## src/common/posit_div_pkg.sv

```systemverilog
`default_nettype none

package posit_div_pkg;

    // ######################################################################
    // posit format, P16 with one exponent bit
    // ######################################################################

    localparam int N  = 16;
    localparam int ES = 1;

    localparam int MANT_SIZE            = 14;               // hidden one + 13 fraction bits
    localparam int TE_SIZE              = 7;                // signed, holds te differences
    localparam int MANT_DIV_RESULT_SIZE = 3*MANT_SIZE - 1;
    localparam int RECIP_SIZE           = 3*MANT_SIZE - 4;

    localparam int LUT_WIDTH_IN  = 8;
    localparam int LUT_WIDTH_OUT = 9;

    typedef logic        [N-1:0]                    posit_t;
    typedef logic signed [TE_SIZE-1:0]              te_t;
    typedef logic        [MANT_SIZE-1:0]            mant_t;
    typedef logic        [MANT_DIV_RESULT_SIZE-1:0] mant_q_t;
    typedef logic        [RECIP_SIZE-1:0]           recip_t;

    typedef struct packed {
        logic  sign;
        logic  zero;
        logic  nar;
        te_t   te;
        mant_t mant;
    } decoded_t;

    typedef struct packed {
        logic    sign;
        logic    zero;
        logic    nar;
        te_t     te;
        mant_q_t mant;                                      // bit 40 is the integer bit
    } quot_t;

    // ######################################################################
    // reciprocal table
    // ######################################################################

    typedef logic [2**LUT_WIDTH_IN-1:0][LUT_WIDTH_OUT-1:0] recip_lut_t;

    // entry i = 1 / (1 + (i + 0.5) / 2**IN), scaled by 2**OUT and truncated
    function automatic recip_lut_t make_recip_lut();
        recip_lut_t lut;
        int         num;
        int         den;
        num = 1 << (LUT_WIDTH_OUT + LUT_WIDTH_IN + 1);
        for (int i = 0; i < 2**LUT_WIDTH_IN; i++) begin
            den    = (1 << (LUT_WIDTH_IN + 1)) + 2*i + 1;   // interval midpoint
            lut[i] = LUT_WIDTH_OUT'(num / den);
        end
        return lut;
    endfunction

    localparam recip_lut_t recip_lut = make_recip_lut();

endpackage

`default_nettype wire

```

## src/hdl/posit_decoder.sv

```systemverilog
`timescale 1ns/1ps
`default_nettype none

module posit_decoder import posit_div_pkg::*; (
    input  posit_t   p,
    output decoded_t d
);

    posit_t             mag;
    logic [N-2:0]       body;
    logic [4:0]         run;                // regime run length, 1..N-1
    logic signed [5:0]  k;
    logic [N-3:0]       rest;               // exponent then fraction, left aligned
    logic [ES-1:0]      e;

    assign mag  = p[N-1] ? -p : p;
    assign body = mag[N-2:0];

    // ######################################################################
    // leading-run detector
    // ######################################################################

    always_comb begin
        logic run_done;
        run      = 5'd1;
        run_done = 1'b0;
        for (int i = N-3; i >= 0; i--) begin
            if (!run_done && body[i] == body[N-2]) begin
                run = run + 5'd1;
            end else begin
                run_done = 1'b1;
            end
        end
    end

    assign k = body[N-2] ? $signed({1'b0, run}) - 6'sd1   // ones: k = run - 1
                         : -$signed({1'b0, run});         // zeros: k = -run

    // first regime bit is already gone, shift out the rest plus terminator
    assign rest = body[N-3:0] << run;
    assign e    = rest[N-3 -: ES];

    always_comb begin
        d.sign = p[N-1];
        d.zero = (p == '0);
        d.nar  = (p == {1'b1, {(N-1){1'b0}}});
        d.te   = {k, e};                                  // k * 2**ES + e
        d.mant = {1'b1, rest[N-3-ES:0]};
    end

endmodule

`default_nettype wire

```

## src/posit_div_core/newton_raphson.sv

```systemverilog
`timescale 1ns/1ps
`default_nettype none

module newton_raphson import posit_div_pkg::*; (
    input  mant_t                  num,
    input  recip_t                 x0,
    output logic [2*MANT_SIZE-1:0] x1
);

    logic [MANT_SIZE+RECIP_SIZE-1:0]   num_x0;        // 50 fraction bits
    logic [2*MANT_SIZE-1:0]            t;             // 26 fraction bits, about 1.0
    logic [2*MANT_SIZE-1:0]            two_minus;
    logic [RECIP_SIZE+2*MANT_SIZE-1:0] x1_full;       // 63 fraction bits

    assign num_x0 = {{RECIP_SIZE{1'b0}}, num} * {{MANT_SIZE{1'b0}}, x0};
    assign t      = num_x0[MANT_SIZE+RECIP_SIZE-1 -: 2*MANT_SIZE];

    // 2 - num*x0
    assign two_minus = {1'b1, {(2*MANT_SIZE-1){1'b0}}} - t;

    assign x1_full = {{(2*MANT_SIZE){1'b0}}, x0} * {{RECIP_SIZE{1'b0}}, two_minus};

    // integer bit plus 27 fraction bits
    assign x1 = x1_full[2*MANT_SIZE+RECIP_SIZE-3 -: 2*MANT_SIZE];

endmodule

`default_nettype wire

```

## src/posit_div_core/core_div.sv

```systemverilog
`timescale 1ns/1ps
`default_nettype none

module core_div import posit_div_pkg::*; (
    input  decoded_t a,
    input  decoded_t b,
    output quot_t    q
);

    te_t                      te_diff;
    logic [LUT_WIDTH_IN-1:0]  lut_addr;
    logic [LUT_WIDTH_OUT-1:0] lut_out;
    recip_t                   x0;
    logic [2*MANT_SIZE-1:0]   x1;
    mant_q_t                  mant_div;
    logic                     below_one;
    logic                     nar;

    assign te_diff = a.te - b.te;

    // ######################################################################
    // divisor reciprocal
    // ######################################################################

    assign lut_addr = b.mant[MANT_SIZE-2 -: LUT_WIDTH_IN];    // bits under the hidden one
    assign lut_out  = recip_lut[lut_addr];

    // 37 fraction bits, top bit stays clear
    assign x0 = {lut_out, {(RECIP_SIZE-LUT_WIDTH_OUT){1'b0}}} >> 1;

    newton_raphson u_nr (
        .num (b.mant),
        .x0  (x0),
        .x1  (x1)
    );

    // ######################################################################
    // quotient mantissa
    // ######################################################################

    // 13 + 27 fraction bits, result in (0.5, 2)
    assign mant_div  = mant_q_t'(a.mant) * mant_q_t'(x1);
    assign below_one = ~mant_div[MANT_DIV_RESULT_SIZE-1];

    assign nar = a.nar | b.nar | b.zero;

    always_comb begin
        q.nar  = nar;
        q.zero = ~nar & a.zero;
        q.sign = a.sign ^ b.sign;
        q.te   = below_one ? te_diff - te_t'(1) : te_diff;
        q.mant = below_one ? mant_div << 1 : mant_div;        // at most one position
    end

endmodule

`default_nettype wire

```

## src/hdl/posit_encoder.sv

```systemverilog
`timescale 1ns/1ps
`default_nettype none

module posit_encoder import posit_div_pkg::*; (
    input  quot_t  q,
    output posit_t p
);

    localparam int W = MANT_DIV_RESULT_SIZE + N + ES;   // regime seed, e, fraction, spare

    logic signed [TE_SIZE-ES-1:0] k;
    logic [ES-1:0]                e;
    logic                         r0;
    logic [$clog2(N)-1:0]         shamt;
    logic [W-1:0]                 bits;
    logic [W-1:0]                 bits_sh;
    logic [N-2:0]                 body;
    logic                         guard;
    logic                         sticky;
    logic                         round_up;
    logic [N-2:0]                 mag;
    logic [N-2:0]                 mag_sat;
    logic                         sat_hi;
    logic                         sat_lo;

    assign k  = q.te[TE_SIZE-1:ES];                     // te >>> ES
    assign e  = q.te[ES-1:0];
    assign r0 = ~k[TE_SIZE-ES-1];                       // ones for k >= 0

    // ######################################################################
    // regime run
    // ######################################################################

    // run length minus one: k for k >= 0, -k-1 otherwise
    assign shamt = r0 ? k[$clog2(N)-1:0] : ~k[$clog2(N)-1:0];

    assign bits = {r0, ~r0, e, q.mant[MANT_DIV_RESULT_SIZE-2:0], {(N-1){1'b0}}};

    // sign fill extends the regime run
    assign bits_sh = $signed(bits) >>> shamt;

    assign sat_hi = (int'(k) > N-3);
    assign sat_lo = (int'(k) < -(N-2));

    // ######################################################################
    // round to nearest even
    // ######################################################################

    assign body     = bits_sh[W-1 -: N-1];
    assign guard    = bits_sh[W-N];
    assign sticky   = |bits_sh[W-N-1:0];
    assign round_up = guard & (sticky | body[0]);

    // carry may ripple into exponent and regime
    assign mag = body + {{(N-2){1'b0}}, round_up};

    always_comb begin
        if (sat_hi) begin
            mag_sat = {(N-1){1'b1}};                    // maxpos
        end else if (sat_lo) begin
            mag_sat = {{(N-2){1'b0}}, 1'b1};            // minpos
        end else begin
            mag_sat = mag;
        end
    end

    always_comb begin
        if (q.nar) begin
            p = {1'b1, {(N-1){1'b0}}};
        end else if (q.zero) begin
            p = '0;
        end else if (q.sign) begin
            p = -{1'b0, mag_sat};
        end else begin
            p = {1'b0, mag_sat};
        end
    end

endmodule

`default_nettype wire

```

## src/hdl/posit_div_top.sv

```systemverilog
`timescale 1ns/1ps
`default_nettype none

module posit_div_top import posit_div_pkg::*; (
    input  logic   clk,
    input  logic   arst_n,
    input  logic   in_valid,
    input  posit_t dividend,
    input  posit_t divisor,
    output logic   out_valid,
    output posit_t quotient
);

    decoded_t dec_a;
    decoded_t dec_b;
    decoded_t dec_a_r;
    decoded_t dec_b_r;
    logic     valid_r;
    quot_t    quot;
    posit_t   enc;

    posit_decoder u_dec_a (
        .p (dividend),
        .d (dec_a)
    );

    posit_decoder u_dec_b (
        .p (divisor),
        .d (dec_b)
    );

    // ######################################################################
    // stage 1, decoded operands
    // ######################################################################

    always_ff @(posedge clk or negedge arst_n) begin
        if (!arst_n) begin
            valid_r <= 1'b0;
        end else begin
            valid_r <= in_valid;
        end
    end

    always_ff @(posedge clk) begin
        if (in_valid) begin
            dec_a_r <= dec_a;
            dec_b_r <= dec_b;
        end
    end

    core_div u_core (
        .a (dec_a_r),
        .b (dec_b_r),
        .q (quot)
    );

    posit_encoder u_enc (
        .q (quot),
        .p (enc)
    );

    // ######################################################################
    // stage 2, packed result
    // ######################################################################

    always_ff @(posedge clk or negedge arst_n) begin
        if (!arst_n) begin
            out_valid <= 1'b0;
            quotient  <= '0;
        end else begin
            out_valid <= valid_r;
            if (valid_r) begin
                quotient <= enc;                        // held between results
            end
        end
    end

endmodule

`default_nettype wire

```

## config.mk

```make
export PLATFORM = sky130hd
export DESIGN_NAME = posit_div_top
export DESIGN_NICKNAME = d
export VERILOG_FILES = /design/src/common/posit_div_pkg.sv /design/src/hdl/posit_decoder.sv /design/src/posit_div_core/newton_raphson.sv /design/src/posit_div_core/core_div.sv /design/src/hdl/posit_encoder.sv /design/src/hdl/posit_div_top.sv
export SDC_FILE = /design/constraint.sdc
export NUM_CORES = 2
export LEC_CHECK = 0
export BUFFER_PORTS_ARGS = -buffer_cell sky130_fd_sc_hd__buf_4
export CAP_MARGIN = 20
export CORE_ASPECT_RATIO = 0.8
export CORE_MARGIN = 1.5
export CORE_UTILIZATION = 50
export DETAILED_ROUTE_END_ITERATION = 6
export PLACE_DENSITY_LB_ADDON = 0.3
export SYNTH_ARGS = -nofsm -noshare
export SYNTH_HDL_FRONTEND = slang
export SYNTH_HIERARCHICAL = 1
export SYNTH_SLANG_ARGS = --single-unit
export TNS_END_PERCENT = 5
```

## constraint.sdc

```tcl
create_clock -name clk -period 23.5 [get_ports clk]
set_clock_uncertainty 0.2 [all_clocks]
set_input_delay 2.35 -clock clk [delete_from_list [all_inputs] [get_ports clk]]
set_output_delay 2.35 -clock clk [all_outputs]
set_load 0.005 [all_outputs]
```

==> metrics <==
vias per inst 5.55; Worst Tran Pin Value 1.07 ns; Max-slew headroom 29.0%; # DRC 0; reg2reg setup slack -0.27 ns; CTS sink cnt 66; DP HPWL 191000 µm; crit path kind register to register; CP max FO 14; vias in the first global route 69000; Worst Path Required 23.60 ns; Design Area, Final 86500 µm²; Reg2Reg Depth 97; DR WL met3 20200 µm; status finished, violations left; Row Count 128; Final period util 101%; synth-to-layout area growth 12.3%; Final Max Tran Viols 0; clk_lat worst skew 0.35 ns; CP arrival 23.86 ns; DR WL met2 102000 µm; final wirelength 230000 µm; unrepaired setup endpoints after global routing yes; hold buffer count at cts 0; total track usage 30.0%; Clock Path Buffers 2; min-delay src quotient[2]; DR top layer met4; PnR worst setup slack -0.267 ns; Via Count 65400; total congestion overflow 0; Post-Syn Area per Cell 8.35 µm²; Startpoint Class register; H-tree Lvls 3; Max-Cap Viols 0; Ys Warns 6; Post-Syn Area 77000 µm²; initial antenna violation count 6; most frequent CP cell fa_1; Crit. End Element register; Root Buffer clkbuf_16; post-layout util 56.7%; Die Area 156000 µm²; NumNets Final 11900; largest net degree at the start of global routing 50; DRT antenna net count 0; initial detailed-routing violation count 5280; final hold violations 0; gpl congestion 0.932; Endpoint, Worst Hold quotient[2]; CP peak stage delay 0.57 ns; first-pass GRT wire length 377000 µm; Min-Delay Path Class register to register; share of post-route cells with drive strength above 1 13.0%; worst r2r src dec_b_r[8]; CP max-delay cell fa_1; Reg-to-Reg End quotient[14]; Syn Inst Count 9223; initial core utilization 50.5%; non-filler cells, final 11800; Placed Area 84800 µm²; CTS Buf Count 9; Core Region 153000 µm²; Ports 52; CTS tree done; WHS Path Cells 1; Tmin final 23.77 ns; failing checks negative setup slack; Setup Viol. Count Final 5; Placed Cells 11700; routed len/inst 19.6 µm; drt first pass iters 6; Metal-1 WL 102000 µm; die extent in x 442 µm; die height 354 µm; Port Buf Inserts 51; Clock transition at path regs 0.06 ns; fmax 42.1 MHz
-- placed cells by master, fill, tap and decap left out, types with 102 or more instances in the layout --
master	count
xnor2_1	114
buf_4	856
conb_1	178
mux2i_1	112
inv_1	1852
nand2_1	1656
ha_1	441
o21ai_0	178
a21o_1	102
fa_1	1667
and2_1	642
nor2_1	239
a21oi_1	202
-- per-stage QoR --
stage | setup WS [ns] | TNS [ns] | hold slack [ns]
floorplan | 0.00366 | 0 | 0.174
CTS | -0.00945 | -0.00945 | 0.317
finish | -0.267 | -0.699 | 0.313
global route | -1.11 | -11.19 | 0.329
global placement | -1.09 | -9.32 | 0.294
detailed placement | -1.41 | -14.05 | 0.299
-- state kept, by name (all words and copies together) (netlist names) --
name / cells
dec_a_r: 24
dec_b_r: 24
quotient: 16
out_valid: 1
valid_r: 1
-- cell type report --
type,instances,area [µm²]
multi-input combinational,6914,67700
fill,13800,66100
timing repair buffer,893,7070
inverter,1860,6980
tap,2015,2520
sequential,66,1890
clock buffer,11,254
clock inverter,5,57.6
antenna,9,22.5
-- layer usage --
| metal | GRT usage [%] | up-vias |
|---|---|---|
| li1 | - | 29300 |
| met1 | 43.4 | 33100 |
| met2 | 46.8 | 2663 |
| met3 | 5.12 | 361 |
| met4 | 7.88 | 0 |
| met5 | 0 | - |
-- how the worst max path moves through the flow --
stage / startpoint / end
after global routing: dec_b_r[8] / quotient[14]
final: dec_b_r[8] / quotient[14]
after CTS: dec_b_r[5] / quotient[14]
after global placement: dec_b_r[8] / quotient[14]
after detailed placement: dec_b_r[8] / quotient[14]
after floorplan: dec_b_r[5] / quotient[14]
-- critical path: cells and delay by family, from the launching register on --
| family | cells | cell delay, ns |
|---|---|---|
| xor gates and xnor gates | 4 | 0.76 |
| buffers and inverters | 29 | 3.49 |
| AOI/OAI and AO/OA | 22 | 4.04 |
| and+or+nand+nor | 18 | 4.09 |
| adders and majority gates | 23 | 10.64 |
| DFF | 1 | 0.36 |
| muxes | 1 | 0.14 |
-- timing repair --
item / in CTS / in global routing
setup buffers: 35 / 3
endpoints found under the setup margin: 16 / 15
cloned: 1 / 0
pin swaps: 106 / 10
resized for setup: 156 / 38
Power is not shown: default switching activity piles up to over one toggle a cycle in this logic, so the estimate is an artifact.
